--- src/isa_pkg.sv ---
// ==============================
// MIPS subset ISA definitions
// widths, opcode/funct codes, field slices
// ==============================
`default_nettype none

package isa_pkg;

    localparam int xlen       = 32;
    localparam int reg_addr_w = 5;

    typedef logic [xlen-1:0]       word_t;
    typedef logic [reg_addr_w-1:0] reg_addr_t;

    // primary opcode, instr[31:26]
    typedef enum logic [5:0] {
        op_special  = 6'h00,
        op_beq      = 6'h04,
        op_bne      = 6'h05,
        op_addiu    = 6'h09,
        op_ori      = 6'h0d,
        op_lui      = 6'h0f,
        op_special2 = 6'h1c
    } opcode_e;

    typedef enum logic [5:0] {
        fn_mul  = 6'h02, // only under special2
        fn_addu = 6'h21,
        fn_subu = 6'h23,
        fn_and  = 6'h24,
        fn_or   = 6'h25,
        fn_xor  = 6'h26,
        fn_slt  = 6'h2a
    } funct_e;

    localparam int op_lo    = 26;
    localparam int rs_lo    = 21;
    localparam int rt_lo    = 16;
    localparam int rd_lo    = 11;
    localparam int imm_lo   = 0;
    localparam int imm_w    = 16;
    localparam int funct_lo = 0;
    localparam int field_w  = 6;  // opcode and funct width

endpackage

`default_nettype wire
--- src/pipe_pkg.sv ---
// ==============================
// pipeline payload structs
// ALU operation encoding
// ==============================
`default_nettype none

package pipe_pkg;

    typedef enum logic [2:0] {
        alu_add,
        alu_sub,
        alu_and,
        alu_or,
        alu_xor,
        alu_slt,
        alu_lui,
        alu_mul  // result comes from the multiplier
    } alu_op_e;

    typedef struct packed {
        isa_pkg::word_t    pc;
        isa_pkg::word_t    instr;
    } if_id_t;

    typedef struct packed {
        isa_pkg::word_t    pc;
        isa_pkg::word_t    rs_val;
        isa_pkg::word_t    rt_val;
        isa_pkg::word_t    imm;       // already sign or zero extended
        alu_op_e           alu_op;
        logic              use_imm;   // operand b from imm
        logic              is_beq;
        logic              is_bne;
        isa_pkg::reg_addr_t dst;
        logic              reg_write;
    } id_ex_t;

    typedef struct packed {
        isa_pkg::word_t    pc;
        isa_pkg::word_t    result;
        isa_pkg::reg_addr_t dst;
        logic              reg_write;
    } ex_wb_t;

endpackage

`default_nettype wire

--- src/pipe_ctrl_if.sv ---
// ==============================
// pipeline control interface
// stall, flush and redirect lines
// ==============================
`timescale 1ns/1ps
`default_nettype none

interface pipe_ctrl_if;
    logic           if_id_wr;
    logic           if_id_flush;
    logic           id_ex_wr;
    logic           id_ex_flush;
    logic           ex_wb_flush;
    logic           redirect;      // fetch restarts at branch_target
    logic           fetch_valid;
    logic           branch_taken;
    isa_pkg::word_t branch_target;
    logic           mult_busy;

    modport control (
        input  fetch_valid, branch_taken, mult_busy,
        output if_id_wr, if_id_flush, id_ex_wr, id_ex_flush, ex_wb_flush, redirect
    );
    modport fetch (input if_id_wr, redirect, branch_target, output fetch_valid);
    modport exec (output branch_taken, branch_target, mult_busy);
endinterface

`default_nettype wire

--- src/mycpu_top.sv ---
// ==============================
// CPU top, four-stage pipeline
// AXI read fetch, debug trace ports
// ==============================
`timescale 1ns/1ps
`default_nettype none

module mycpu_top #(
    parameter isa_pkg::word_t reset_pc = 32'hbfc0_0000
) (
    input  wire                 aclk,
    input  wire                 reset,
    output isa_pkg::word_t      araddr,
    output logic                arvalid,
    input  wire                 arready,
    input  wire isa_pkg::word_t rdata,
    input  wire                 rvalid,
    output logic                rready,
    output isa_pkg::word_t      debug_wb_pc,
    output isa_pkg::word_t      debug_wb_rf_wdata,
    output logic [3:0]          debug_wb_rf_wen,
    output isa_pkg::reg_addr_t  debug_wb_rf_wnum
);
    import isa_pkg::*;
    import pipe_pkg::*;

    word_t  fetch_pc;
    word_t  fetch_instr;
    if_id_t fetch_data;
    if_id_t id_data;
    logic   id_valid;
    id_ex_t dec_data;
    logic   dec_valid;
    id_ex_t ex_in;
    logic   ex_in_valid;
    ex_wb_t ex_data;
    logic   ex_valid;
    ex_wb_t wb_data;
    logic   wb_valid;

    pipe_ctrl_if ctrl ();

    assign fetch_data = '{pc: fetch_pc, instr: fetch_instr};

    pipe_control u_control (.ctrl(ctrl.control));

    fetch_unit #(.reset_pc(reset_pc)) u_fetch (
        .aclk        (aclk),
        .reset       (reset),
        .ctrl        (ctrl.fetch),
        .araddr      (araddr),
        .arvalid     (arvalid),
        .arready     (arready),
        .rdata       (rdata),
        .rvalid      (rvalid),
        .rready      (rready),
        .fetch_pc    (fetch_pc),
        .fetch_instr (fetch_instr)
    );

    stage_reg #(.payload_t(if_id_t)) u_if_id (
        .aclk (aclk), .reset (reset), .wr (ctrl.if_id_wr), .flush (ctrl.if_id_flush),
        .in_valid (ctrl.fetch_valid), .in_data (fetch_data),
        .out_valid (id_valid), .out_data (id_data)
    );

    decode_stage u_decode (
        .aclk         (aclk),
        .reset        (reset),
        .in_valid     (id_valid),
        .in_data      (id_data),
        .ex_fwd       (ex_data),   // result still in execute
        .ex_fwd_valid (ex_valid),
        .wb_data      (wb_data),
        .wb_valid     (wb_valid),
        .out_valid    (dec_valid),
        .out_data     (dec_data)
    );

    stage_reg #(.payload_t(id_ex_t)) u_id_ex (
        .aclk (aclk), .reset (reset), .wr (ctrl.id_ex_wr), .flush (ctrl.id_ex_flush),
        .in_valid (dec_valid), .in_data (dec_data),
        .out_valid (ex_in_valid), .out_data (ex_in)
    );

    execute_stage u_execute (
        .aclk      (aclk),
        .reset     (reset),
        .ctrl      (ctrl.exec),
        .in_valid  (ex_in_valid),
        .in_data   (ex_in),
        .out_valid (ex_valid),
        .out_data  (ex_data)
    );

    // write-back register always advances
    stage_reg #(.payload_t(ex_wb_t)) u_ex_wb (
        .aclk (aclk), .reset (reset), .wr (1'b1), .flush (ctrl.ex_wb_flush),
        .in_valid (ex_valid), .in_data (ex_data),
        .out_valid (wb_valid), .out_data (wb_data)
    );

    // golden trace
    assign debug_wb_pc       = wb_data.pc;
    assign debug_wb_rf_wdata = wb_data.result;
    assign debug_wb_rf_wnum  = wb_data.dst;
    assign debug_wb_rf_wen   = (wb_valid && wb_data.reg_write && wb_data.dst != '0) ?
                               4'b1111 : 4'b0000;

endmodule

`default_nettype wire

--- src/execute_stage.sv ---
// ==============================
// execute, ALU and branch resolve
// MUL launch and result select
// ==============================
`timescale 1ns/1ps
`default_nettype none

module execute_stage (
    input  wire                     aclk,
    input  wire                     reset,
    pipe_ctrl_if.exec               ctrl,
    input  wire                     in_valid,
    input  wire pipe_pkg::id_ex_t   in_data,
    output logic                    out_valid,
    output pipe_pkg::ex_wb_t        out_data
);
    import isa_pkg::*;
    import pipe_pkg::*;

    word_t op_a;
    word_t op_b;
    word_t alu_res;
    word_t product;
    logic  equal;
    logic  is_mul;
    logic  launched;   // multiplier already started for this MUL
    logic  mul_busy;
    logic  mul_wait;

    assign op_a     = in_data.rs_val;
    assign op_b     = in_data.use_imm ? in_data.imm : in_data.rt_val;
    assign equal    = (in_data.rs_val == in_data.rt_val);
    assign is_mul   = in_valid && (in_data.alu_op == alu_mul);
    assign mul_wait = is_mul && (!launched || mul_busy);

    mult_unit u_mult (
        .aclk    (aclk),
        .reset   (reset),
        .start   (is_mul && !launched),
        .a       (in_data.rs_val),
        .b       (in_data.rt_val),
        .busy    (mul_busy),
        .product (product)
    );

    always_ff @(posedge aclk) begin
        if (reset) begin
            launched <= 1'b0;
        end else begin
            launched <= mul_wait;  // drops when the MUL leaves
        end
    end

    always_comb begin
        case (in_data.alu_op)
            alu_add: alu_res = op_a + op_b;
            alu_sub: alu_res = op_a - op_b;
            alu_and: alu_res = op_a & op_b;
            alu_or:  alu_res = op_a | op_b;
            alu_xor: alu_res = op_a ^ op_b;
            alu_slt: alu_res = word_t'($signed(op_a) < $signed(op_b));
            alu_lui: alu_res = {in_data.imm[imm_w-1:0], {(xlen-imm_w){1'b0}}};
            default: alu_res = product;
        endcase
    end

    assign ctrl.mult_busy     = mul_wait;
    assign ctrl.branch_taken  = in_valid &&
                                ((in_data.is_beq && equal) || (in_data.is_bne && !equal));
    assign ctrl.branch_target = in_data.pc + word_t'(4) + {in_data.imm[xlen-3:0], 2'b00};

    assign out_valid          = in_valid;
    assign out_data.pc        = in_data.pc;
    assign out_data.result    = alu_res;
    assign out_data.dst       = in_data.dst;
    assign out_data.reg_write = in_data.reg_write;

endmodule

`default_nettype wire

--- src/mult_unit.sv ---
// ==============================
// shift-add multiplier
// one bit per cycle, low word kept
// ==============================
`timescale 1ns/1ps
`default_nettype none

module mult_unit (
    input  wire                 aclk,
    input  wire                 reset,
    input  wire                 start,
    input  wire isa_pkg::word_t a,
    input  wire isa_pkg::word_t b,
    output logic                busy,
    output isa_pkg::word_t      product
);
    import isa_pkg::*;

    localparam int step_w = $clog2(xlen);

    logic [step_w-1:0] step;  // step counter
    word_t             mcand;
    word_t             mplier;
    word_t             acc;

    always_ff @(posedge aclk) begin
        if (reset) begin
            busy <= 1'b0;
            step <= '0;
        end else if (start) begin
            busy <= 1'b1;
            step <= '0;
        end else if (busy) begin
            step <= step + 1'b1;
            if (&step) begin
                busy <= 1'b0;  // last of xlen steps
            end
        end
    end

    always_ff @(posedge aclk) begin
        if (start) begin
            mcand  <= a;
            mplier <= b;
            acc    <= '0;
        end else if (busy) begin
            acc    <= acc + (mplier[0] ? mcand : '0);
            mcand  <= mcand << 1;
            mplier <= mplier >> 1;
        end
    end

    assign product = acc;

endmodule

`default_nettype wire

--- src/decode_stage.sv ---
// ==============================
// decode, register file, bypass
// ==============================
`timescale 1ns/1ps
`default_nettype none

module decode_stage (
    input  wire                     aclk,
    input  wire                     reset,
    input  wire                     in_valid,
    input  wire pipe_pkg::if_id_t   in_data,
    input  wire pipe_pkg::ex_wb_t   ex_fwd,
    input  wire                     ex_fwd_valid,
    input  wire pipe_pkg::ex_wb_t   wb_data,
    input  wire                     wb_valid,
    output logic                    out_valid,
    output pipe_pkg::id_ex_t        out_data
);
    import isa_pkg::*;
    import pipe_pkg::*;

    localparam int rf_depth = 1 << reg_addr_w;

    word_t             rf [rf_depth];
    word_t             instr;
    reg_addr_t         rs;
    reg_addr_t         rt;
    reg_addr_t         rd;
    logic [imm_w-1:0]  imm16;
    logic              wb_write;

    assign instr    = in_data.instr;
    assign rs       = instr[rs_lo +: reg_addr_w];
    assign rt       = instr[rt_lo +: reg_addr_w];
    assign rd       = instr[rd_lo +: reg_addr_w];
    assign imm16    = instr[imm_lo +: imm_w];
    assign wb_write = wb_valid && wb_data.reg_write && (wb_data.dst != '0);

    // execute result first, then write-back, then the file
    function automatic word_t read_operand(input reg_addr_t src);
        word_t value;
        if (src == '0) begin
            value = '0;
        end else if (ex_fwd_valid && ex_fwd.reg_write && ex_fwd.dst == src) begin
            value = ex_fwd.result;
        end else if (wb_write && wb_data.dst == src) begin
            value = wb_data.result;
        end else begin
            value = rf[src];
        end
        return value;
    endfunction

    always_comb begin
        out_data        = '0;
        out_data.pc     = in_data.pc;
        out_data.rs_val = read_operand(rs);
        out_data.rt_val = read_operand(rt);
        out_data.imm    = {{(xlen-imm_w){imm16[imm_w-1]}}, imm16};
        case (opcode_e'(instr[op_lo +: field_w]))
            op_special: begin
                out_data.dst       = rd;
                out_data.reg_write = 1'b1;
                case (funct_e'(instr[funct_lo +: field_w]))
                    fn_addu: out_data.alu_op = alu_add;
                    fn_subu: out_data.alu_op = alu_sub;
                    fn_and:  out_data.alu_op = alu_and;
                    fn_or:   out_data.alu_op = alu_or;
                    fn_xor:  out_data.alu_op = alu_xor;
                    fn_slt:  out_data.alu_op = alu_slt;
                    default: out_data.reg_write = 1'b0;  // retires as nop
                endcase
            end
            op_special2: begin
                out_data.dst       = rd;
                out_data.alu_op    = alu_mul;
                out_data.reg_write = (funct_e'(instr[funct_lo +: field_w]) == fn_mul);
            end
            op_addiu: begin
                out_data.dst       = rt;
                out_data.use_imm   = 1'b1;
                out_data.reg_write = 1'b1;
            end
            op_ori, op_lui: begin
                out_data.imm       = {{(xlen-imm_w){1'b0}}, imm16};  // zero extended
                out_data.dst       = rt;
                out_data.use_imm   = 1'b1;
                out_data.alu_op    = (instr[op_lo +: field_w] == op_lui) ? alu_lui : alu_or;
                out_data.reg_write = 1'b1;
            end
            op_beq: out_data.is_beq = 1'b1;
            op_bne: out_data.is_bne = 1'b1;
            default: ;
        endcase
    end

    assign out_valid = in_valid;

    always_ff @(posedge aclk) begin
        if (reset) begin
            for (int i = 0; i < rf_depth; i++) begin
                rf[i] <= '0;
            end
        end else if (wb_write) begin
            rf[wb_data.dst] <= wb_data.result;
        end
    end

endmodule

`default_nettype wire

--- src/pipe_control.sv ---
// ==============================
// pipeline stall/flush control
// ==============================
`timescale 1ns/1ps
`default_nettype none

module pipe_control (
    pipe_ctrl_if.control ctrl
);

    always_comb begin
        ctrl.if_id_wr    = 1'b1;
        ctrl.if_id_flush = 1'b0;
        ctrl.id_ex_wr    = 1'b1;
        ctrl.id_ex_flush = 1'b0;
        ctrl.ex_wb_flush = 1'b0;
        ctrl.redirect    = 1'b0;

        if (ctrl.mult_busy) begin
            // front end freezes, bubbles retire behind the MUL
            ctrl.if_id_wr    = 1'b0;
            ctrl.id_ex_wr    = 1'b0;
            ctrl.ex_wb_flush = 1'b1;
        end else if (ctrl.branch_taken) begin
            ctrl.redirect    = 1'b1;
            ctrl.if_id_flush = 1'b1;  // kills fetch output
            ctrl.id_ex_flush = 1'b1;  // kills decode
        end else if (!ctrl.fetch_valid) begin
            ctrl.if_id_flush = 1'b1;
        end
    end

endmodule

`default_nettype wire

--- src/fetch_unit.sv ---
// ==============================
// fetch unit, PC and AXI read FSM
// discards words after a redirect
// ==============================
`timescale 1ns/1ps
`default_nettype none

module fetch_unit #(
    parameter isa_pkg::word_t reset_pc = 32'hbfc0_0000
) (
    input  wire                 aclk,
    input  wire                 reset,
    pipe_ctrl_if.fetch          ctrl,
    output isa_pkg::word_t      araddr,
    output logic                arvalid,
    input  wire                 arready,
    input  wire isa_pkg::word_t rdata,
    input  wire                 rvalid,
    output logic                rready,
    output isa_pkg::word_t      fetch_pc,
    output isa_pkg::word_t      fetch_instr
);
    import isa_pkg::*;

    typedef enum logic [2:0] {st_idle, st_addr, st_data, st_hold, st_drain} state_e;

    state_e state;
    word_t  pc;       // address of the word being fetched
    word_t  target;   // restart address while draining
    word_t  instr;
    logic   ar_open;  // drain with AR still unaccepted

    assign araddr           = pc;  // stable through st_addr
    assign arvalid          = (state == st_addr) || (state == st_drain && ar_open);
    assign rready           = (state == st_data) || (state == st_drain && !ar_open);
    assign ctrl.fetch_valid = (state == st_hold);
    assign fetch_pc         = pc;
    assign fetch_instr      = instr;

    always_ff @(posedge aclk) begin
        if (reset) begin
            state   <= st_idle;
            pc      <= reset_pc;
            ar_open <= 1'b0;
        end else begin
            case (state)
                st_idle: state <= st_addr;
                st_addr: begin
                    if (ctrl.redirect) begin
                        state   <= st_drain;
                        ar_open <= !arready;
                    end else if (arready) begin
                        state <= st_data;
                    end
                end
                st_data: begin
                    if (ctrl.redirect && rvalid) begin  // word dropped on arrival
                        pc    <= ctrl.branch_target;
                        state <= st_addr;
                    end else if (ctrl.redirect) begin
                        state   <= st_drain;
                        ar_open <= 1'b0;
                    end else if (rvalid) begin
                        state <= st_hold;
                    end
                end
                st_hold: begin
                    if (ctrl.redirect) begin
                        pc    <= ctrl.branch_target;
                        state <= st_addr;
                    end else if (ctrl.if_id_wr) begin
                        pc    <= pc + word_t'(4);
                        state <= st_addr;
                    end
                end
                st_drain: begin
                    if (ar_open) begin
                        ar_open <= !arready;
                    end else if (rvalid) begin
                        pc    <= target;
                        state <= st_addr;
                    end
                end
                default: state <= st_idle;
            endcase
        end
    end

    always_ff @(posedge aclk) begin
        if (ctrl.redirect) begin
            target <= ctrl.branch_target;
        end
        if (state == st_data && rvalid) begin
            instr <= rdata;
        end
    end

endmodule

`default_nettype wire

--- src/stage_reg.sv ---
// ==============================
// generic pipeline register
// write enable, flush to bubble
// ==============================
`timescale 1ns/1ps
`default_nettype none

module stage_reg #(
    parameter type payload_t = logic
) (
    input  wire           aclk,
    input  wire           reset,
    input  wire           wr,
    input  wire           flush,
    input  wire           in_valid,
    input  wire payload_t in_data,
    output logic          out_valid,
    output payload_t      out_data
);

    always_ff @(posedge aclk) begin
        if (reset) begin
            out_valid <= 1'b0;
        end else if (flush) begin
            out_valid <= 1'b0;  // bubble
        end else if (wr) begin
            out_valid <= in_valid;
        end
    end

    // payload only matters when out_valid is set
    always_ff @(posedge aclk) begin
        if (wr) begin
            out_data <= in_data;
        end
    end

endmodule

`default_nettype wire

--- config.mk ---
export PLATFORM = sky130hd
export DESIGN_NAME = mycpu_top
export DESIGN_NICKNAME = d
export VERILOG_FILES = /design/src/isa_pkg.sv /design/src/pipe_pkg.sv /design/src/pipe_ctrl_if.sv /design/src/mycpu_top.sv /design/src/execute_stage.sv /design/src/mult_unit.sv /design/src/decode_stage.sv /design/src/pipe_control.sv /design/src/fetch_unit.sv /design/src/stage_reg.sv
export SDC_FILE = /design/constraint.sdc
export NUM_CORES = 2
export LEC_CHECK = 0
export ABC_CLOCK_PERIOD_IN_PS = 8100
export BUFFER_PORTS_ARGS = -buffer_cell sky130_fd_sc_hd__buf_4
export CAP_MARGIN = 20
export CELL_PAD_IN_SITES_DETAIL_PLACEMENT = 0
export CELL_PAD_IN_SITES_GLOBAL_PLACEMENT = 1
export CORE_MARGIN = 2
export CORE_UTILIZATION = 53
export DETAILED_ROUTE_END_ITERATION = 12
export PLACE_DENSITY_LB_ADDON = 0.1
export SETUP_SLACK_MARGIN = 0.2
export SLEW_MARGIN = 0
export SYNTH_ARGS = -nofsm -noshare
export SYNTH_HDL_FRONTEND = slang
export SYNTH_HIERARCHICAL = 1
export SYNTH_SLANG_ARGS = --single-unit
--- constraint.sdc ---
create_clock -name aclk -period 8.1 [get_ports aclk]
set_input_delay 0.81 -clock aclk [delete_from_list [all_inputs] [get_ports aclk]]
set_output_delay 0.81 -clock aclk [all_outputs]
set_load 0.01 [all_outputs]
; ---- Word level (Yosys, flattened, before mapping)
; Memories as Yosys holds them, arrays and structs flattened. A register that Yosys moved wholly into a read port is not among the register bits.
; Index checks and enable logic that the tools add are counted.
[totals]
in_bits = 36
register_bits = 465
ramBits = 1024
mem_count = 1
[op_classes]
n_lt_le_gt_ge = 1
bitwise_logic = 3
eq_ne = 38
addsub = 7
n_reduce_logical = 46
mux = 60
[memory_table]
columns = memory, words, width, rd, rd_clocked_by_memory_dff, wr, line_no
row1 = u_decode.rf, 32, 32, 2, 2, 32, decode_stage.sv:24  ; word_t rf [rf_depth];
[op_table]
columns = cell, count
row1 = 32-bit two-way mux, 16
row2 = 32-bit case mux with 7 select lines, 1
row3 = 32-bit adder, 3
row4 = 32-bit case mux with 3 select lines, 1
row5 = 32-bit by 3-bit adder with 32-bit output (second input constant), 2
row6 = 6-bit == test (second input constant), 6
row7 = 32-bit bitwise AND, 1
row8 = 32-bit == test, 1
row9 = 32-bit less-than comparator, 1
row10 = 32-bit OR, 1
row11 = 32-bit OR reduction, 1
row12 = 32-bit subtractor, 1
row13 = 32-bit bitwise XOR, 1
row14 = 3-bit two-way mux, 10
row15 = 3-bit case mux with 5 select lines, 2
row16 = 1-bit two-way mux, 23
row17 = 5-bit == test, 4
row18 = 6-bit by 4-bit == test with 1-bit output (second input constant), 3
row19 = 6-bit case mux with 3 select lines, 1
row20 = 1-bit logical AND, 17
row21 = 3-bit == test (second input constant), 5
row22 = 5-bit two-way mux, 3
row23 = 5-bit AND reduction, 3
row24 = 3-bit by 2-bit == test with 1-bit output (second input constant), 4
row25 = other kinds (24), 44

; ---- Logic depth before layout (Yosys ltp)
[depth]
ltp_word = 10
ltp_mapped = 19
mapped_depth_nobuf = 19

; ---- Cells and area by module
; The synthesis kept the hierarchy.
[modules_own_cells]
columns = mod, seq_area_each_um2, area_per_inst_um2, cells_per_inst, n_inst
row1 = decode_stage, 30749.5, 56111.3, 3958, 1
row2 = execute_stage, 20.0, 8647.0, 1266, 1
row3 = mult_unit, 2682.6, 5947.0, 538, 1
row4 = fetch_unit, 2642.5, 5042.3, 495, 1
row5 = stage_reg (u_id_ex), 4224.1, 4244.1, 143, 1
row6 = stage_reg (u_ex_wb), 2122.0, 2142.1, 73, 1
row7 = stage_reg (u_if_id), 1941.9, 1961.9, 67, 1
row8 = mycpu_top, 0.0, 42.5, 6, 1
row9 = pipe_control, 0.0, 42.5, 7, 1

; ---- Worst setup path before layout
; Ideal clock, no wire load.
[synth_path]
kind = register -> register
startpoint = register u_id_ex/out_data[11] (netlist bit)
endpoint = register u_fetch.pc[29], in the netlist u_fetch/araddr[29]
arrival_ns = 6.034
path_buffers = 5
synth_period_minus_slack_ns = 6.150
slack_ns = 1.950
setup_ns = 0.116
path_stages_with_launch = 13
t_required_ns = 7.984
path_cell_list = edfxtp_1 -> buf_1 -> clkbuf_1 -> clkbuf_1 -> nand3_1 -> a21oi_1 -> inv_1 -> buf_4 -> o22ai_1 -> nor2_1 -> clkbuf_1 -> nand4_1 -> a31o_2
[synth_between]
elab_chain_len = 7
word_cells_on_any_way = 10
[synth_rtl]
columns = element, line_no
row1 = "start, declared", stage_reg.sv:18  ; output payload_t out_data
row2 = "start signal, assigned", stage_reg.sv:34  ; out_data <= in_data;
row3 = 3-bit == test *, execute_stage.sv:33  ; assign is_mul = in_valid && (in_data.alu_op == alu_mul);
row4 = 1-bit logical AND *, execute_stage.sv:33
row5 = 1-bit logical AND *, execute_stage.sv:34  ; assign mul_wait = is_mul && (!launched || mul_busy);
row6 = net ctrl.mult_busy, pipe_ctrl_if.sv:18  ; logic mult_busy;
row7 = 1-bit two-way mux, pipe_control.sv:19  ; if (ctrl.mult_busy) begin
row8 = 1-bit logical AND, fetch_unit.sv:57  ; if (ctrl.redirect && rvalid) begin
row9 = 2-bit by 1-bit inequality test with 1-bit output (no source line), -
row10 = 5-bit AND reduction (no source line), -
row11 = "end signal, assigned", fetch_unit.sv:58  ; pc <= ctrl.branch_target;
row12 = "end signal, assigned", fetch_unit.sv:69  ; pc <= ctrl.branch_target;
row13 = "end signal, assigned", fetch_unit.sv:72  ; pc <= pc + word_t'(4);
row14 = "end, declared", fetch_unit.sv:28  ; word_t pc;
; The timed path passes the listed nets; every way through them passes the cells marked *.
; A chain may end at the register's enable or synchronous reset.

; ---- Worst setup path after layout
[layout_path]
startpoint = register u_id_ex/out_data[98] (netlist bit)
endpoint = register u_fetch.pc[31], in the netlist u_fetch/araddr[31]
[layout_between]
elab_chain_len = 10
word_cells_on_any_way = 14
[layout_rtl]
columns = element, line_no
row1 = 32-bit == test *, execute_stage.sv:32  ; assign equal = (in_data.rs_val == in_data.rt_val);
row2 = 1-bit logical NOT, execute_stage.sv:69  ; ((in_data.is_beq && equal) || (in_data.is_bne && !equal));
row3 = 1-bit logical AND, execute_stage.sv:69
row4 = 1-bit logical OR *, execute_stage.sv:69
row5 = 1-bit logical AND *, execute_stage.sv:68  ; assign ctrl.branch_taken = in_valid &&
row6 = net ctrl.branch_taken, pipe_ctrl_if.sv:16  ; logic branch_taken;
row7 = 1-bit two-way mux * (2 in series), -
row8 = net ctrl.id_ex_flush, pipe_ctrl_if.sv:12  ; logic id_ex_flush;
row9 = 1-bit logical AND, fetch_unit.sv:57
row10 = 2-bit by 1-bit inequality test with 1-bit output (no source line), -
row11 = 5-bit AND reduction (no source line), -
; Marked as above.

==> metrics list <==
- Cells resized by post-CTS repair: 0
- Derived from the worst setup path, the maximum achievable clock frequency is between 0.15 and 0.2 GHz.
- Leakage power: between 30 and 40 nW
- After synthesis the netlist holds a flip-flop and latch count of 1504.
- Post-synthesis share of cell area spent on xor and xnor gates: under 10%
* Vias in the first global route: about 57k
* Class of the tightest hold or removal check: in2reg
- HPWL after detailed placement: around 190 mm
- Clock latency on the worst-skew pair: around 0.81 ns
- Count of yosys warnings during synthesis: 6
- Cell Count, Final, Fillers Out: 8681
* Critical register-to-register path startpoint: u_id_ex/out_data[98]
- Power density over the cells: 228 nW/um^2
- The worst setup path is captured at a flip-flop.
* Number of max-cap violations: 0
* Critical path launch point type: flip-flop
- Relative to the synthesized area, the layout overhead comes to 9.63%.
* Startpoint of the most critical hold path: rdata[3]
* Hold bufs inserted after CTS: 0
- Number of filler instances in the final layout: 12.6k
* Outcome: complete, no violations
* Crit Reg-Reg Endpoint: u_fetch/araddr[31]
- For the worst setup path, the data required time is approximately 9 ns.
* Sequential share of the synthesized area: 52.7%
* Proportion of synthesized area in mux cells: 15.5%
* Clock Root Buffer: clkbuf_16
- After floorplanning, the core was divided into ~150 placement rows.
* Peak ir drop on the vdd network: 203 uV
- Count of nets left with antenna violations after detail routing: 0
* R2r setup slk: 2.84 ns
* Clock buffer count from CTS: 166
- Number of post-CTS setup repair buffers: 0
* Share of flip-flops with an asynchronous set or reset: 0%
* Final routed DRC violation total: 0
* Hold Path Depth: 1
- Final nets: 6721
* Area share of and/or/nand/nor cells after synthesis: 12.7%
- Setup total negative slack on the finished layout was measured at 0 ns.
- The die covers 162000 sq um.
- Entering global routing, the biggest net connects 87 pins.
- Measured slew at the worst slew-check pin: ~1.3 ns
- For this design, the sink count on the clock tree is 1504.
* Number of setup violations in the final report: 0
- Pin placement for this block handled 143 I/O pins.
- The multi-input combinational cells in the finished layout cover a total of 36300 sq um.
- Biggest fanout along the worst timing path: 26
- Measured along the x axis, the die boundary spans roughly 400 um.
- The first global-routing pass estimated 413 mm of wire.
* Area fraction in compound gates after synthesis: 9.64%
- Synthesis produced a netlist whose cell count is about 6.6k.
- Capture endpoint of the worst hold path: u_fetch/fetch_instr[3]
* Detailed-route via count: just under 60k
* Total routed wire length on the met1 layer: 112 mm
- Buffer levels on the longest clock path: 3
- Worst Clk Skew: 0.0333 ns
- Placed insts: 8372
- Number of antenna violations at the first check in global routing: 8
- For this configuration, the core starts out at a cell density of roughly 53%.
- Routability-driven placement finished with a final weighted congestion of 0.926.
- Global routing finished with a remaining overflow of 0.
- The final layout contains routed wiring with a total length of 289 mm.
- Registers take about 44000 sq um.
- The max-slew violation count came to 0.
- The final count of hold timing violations came to 0.
- Top Metal Used: met5
- Global-route usage over all layers: 35.3%
- Dominant register cell in the synthesized netlist: edfxtp_1
- Yosys mapped a number of flops with a built-in enable equal to 1426.
* Number of distinct standard cells referenced by the synthesized netlist: 111
- Fraction of final layout cells with drive strength greater than 1: 18.3%
- The setup path with the least slack is of type reg2reg.
* Average vias per placed instance: 6.78
- Worst endpoint data arrival time: 5.94 ns
- Post-synthesis instance area: 84200 sq um
- Clock transition at the registers of the reported paths: 0.06 ns
- The smallest clock period supported by the final layout is computed as 5.26 ns.
- Length in cells of the worst reg-to-reg path: 14
- After the first detailed-routing iteration, the DRC count stood at 8021.
- Height of the die: between 400 and 500 um
- Count of buffers inserted at the top-level ports: 142
- By area, the combinational part of the netlist is dominated by multiplexers.
- Post-route clock period utilization: between 60% and 70%
- RSZ-0062 raised after global routing: no
- Met3 WL: 30.8 mm
* TritonRoute pass-1 iters: 9
* H-tree depth: 4
- Average detailed-routed wire length per instance: between 30 and 40 um
- Summing the areas of all fa, ha and maj instances in the mapped netlist gives 3.19% of the synthesized area.
- Detailed routing placed a total of 133 mm of wire on met2.
- CTS tree: done
- A synthesized cell averages 12.8 sq um.
- Area of the core: 158000 sq um
- The worst pin sits at a relative slew slack of 9.95%.
==> through the flow <==
stage	hold slack [ns]	power (mW)	util (%)	worst slack (ns)	instance area (sq um)
2_1_floorplan	0.400	11.8	-	1.95	84600
3_3_place_gp	0.401	13.3	54.7	2.98	86400
3_5_place_dp	0.405	13.3	54.8	2.91	86600
4_1_cts	0.137	21.0	58.3	2.91	92200
5_1_grt	0.148	21.7	58.4	2.58	92300
6_report	0.183	21.1	58.4	2.84	92300
==> registers in the layout (all words and copies together) (netlist names), 3 cells and up <==
signal and count:
u_fetch/araddr 32, u_execute/u_mult/mplier 32, u_id_ex/out_data 140, u_fetch/fetch_instr 32
u_decode/rf 1024, u_ex_wb/out_data 70, u_fetch/state 3, u_fetch/target 32
u_execute/u_mult/product 32, u_execute/u_mult/mcand 32, u_execute/u_mult/step 5, u_if_id/out_data 64
==> per-layer routing <==
layer	vias up	GRT usage [%]
met5	-	0
met4	4	15.1
met3	633	7.95
met2	3431	54.6
met1	29900	48.3
li1	24800	-
==> synthesized netlist by cell type, drive strengths merged (59+ instances only) <==
library cell	instances	area, sq um
edfxtp	1426	42800
and2	817	5110
clkbuf	387	1490
mux4	384	8650
buf	313	2090
mux2i	306	3060
nor3	258	1310
nor2	239	897
nand2	227	852
ha	208	2600
a21oi	184	932
o21ai	182	915
inv	134	503
mux2	121	1360
a211oi	98	741
o221ai	94	823
nand3	86	430
dfxtp	78	1560
a22o	72	631
xnor2	67	587
nor4	60	382
xor2	59	517
==> where the power goes <==
group          internal (mW)  switching (mW)
clock                   4.53            3.23
combinational           1.39            2.58
sequential              8.95           0.391
total                   14.9            6.20
==> placed cells by master (no fill, tap or decap), types with 53 or more instances in the layout <==
cell | netlist | routed
xor2_1 | 59 | 59
xnor2_1 | 67 | 67
nor2_1 | 239 | 202
nor4_1 | 59 | 55
a22o_1 | 72 | 72
a31oi_1 | 53 | 53
a21oi_1 | 181 | 180
dfxtp_1 | 78 | 77
clkbuf_16 | 0 | 172
mux4_2 | 384 | 384
mux2_2 | 95 | 95
o221ai_1 | 94 | 94
and2_1 | 816 | 813
edfxtp_1 | 1426 | 1426
ha_1 | 208 | 208
nor3_1 | 254 | 254
a22oi_1 | 57 | 57
a211oi_1 | 97 | 97
nand2_1 | 227 | 227
inv_1 | 132 | 130
o21ai_0 | 158 | 158
mux2i_1 | 306 | 306
a221oi_1 | 53 | 53
buf_4 | 181 | 332
conb_1 | 2 | 103
nand3_1 | 86 | 84
==> final cells by class <==
cell class              count  area share [%]
inverters                 136           0.561
clock inverters            94            1.17
multi-input cells        4314            39.4
repair buffers            351            3.15
flip-flops and latches   1504            48.1
well taps                2072            2.81
diodes                      4          0.0108
clock buffers             206            4.85
==> critical path, cell delays in order (launching register included) <==
cell and delay, ns:
edfxtp_1 0.49, xor2_1 0.25, nor4_1 0.58, nand4_1 0.20, nor2_1 0.38, mux2i_1 0.23, nor2b_1 0.06, inv_1 0.12
nor2_4 0.05, buf_4 0.25, nand4bb_1 0.73, o22a_1 0.50, nand2_1 0.77, nor4_1 0.13, o41ai_1 0.39
==> logic make-up after synthesis <==
kind of cell               count (synthesis)
AOI/OAI and AO/OA                       1127
adders and majority gates                212
xor gates and xnor gates                 126
buffers and inverters                    836
muxes                                    811
and+or+nand+nor                         1935
DFF                                     1504
other                                      2
==> how the worst max path moves through the flow <==
stage | from | endpoint | slack (ns) | depth (start not counted)
detailed placement | u_id_ex/out_data[98] | u_fetch/araddr[31] | 2.91 | 14
finish | u_id_ex/out_data[98] | u_fetch/araddr[31] | 2.84 | 14
global placement | u_id_ex/out_data[98] | u_fetch/araddr[31] | 2.98 | 14
global route | u_id_ex/out_data[98] | u_fetch/araddr[31] | 2.58 | 14
floorplan | u_id_ex/out_data[11] | u_fetch/araddr[29] | 1.95 | 12
CTS | u_id_ex/out_data[98] | u_fetch/araddr[31] | 2.91 | 14
(Power assumes the default switching activity.)
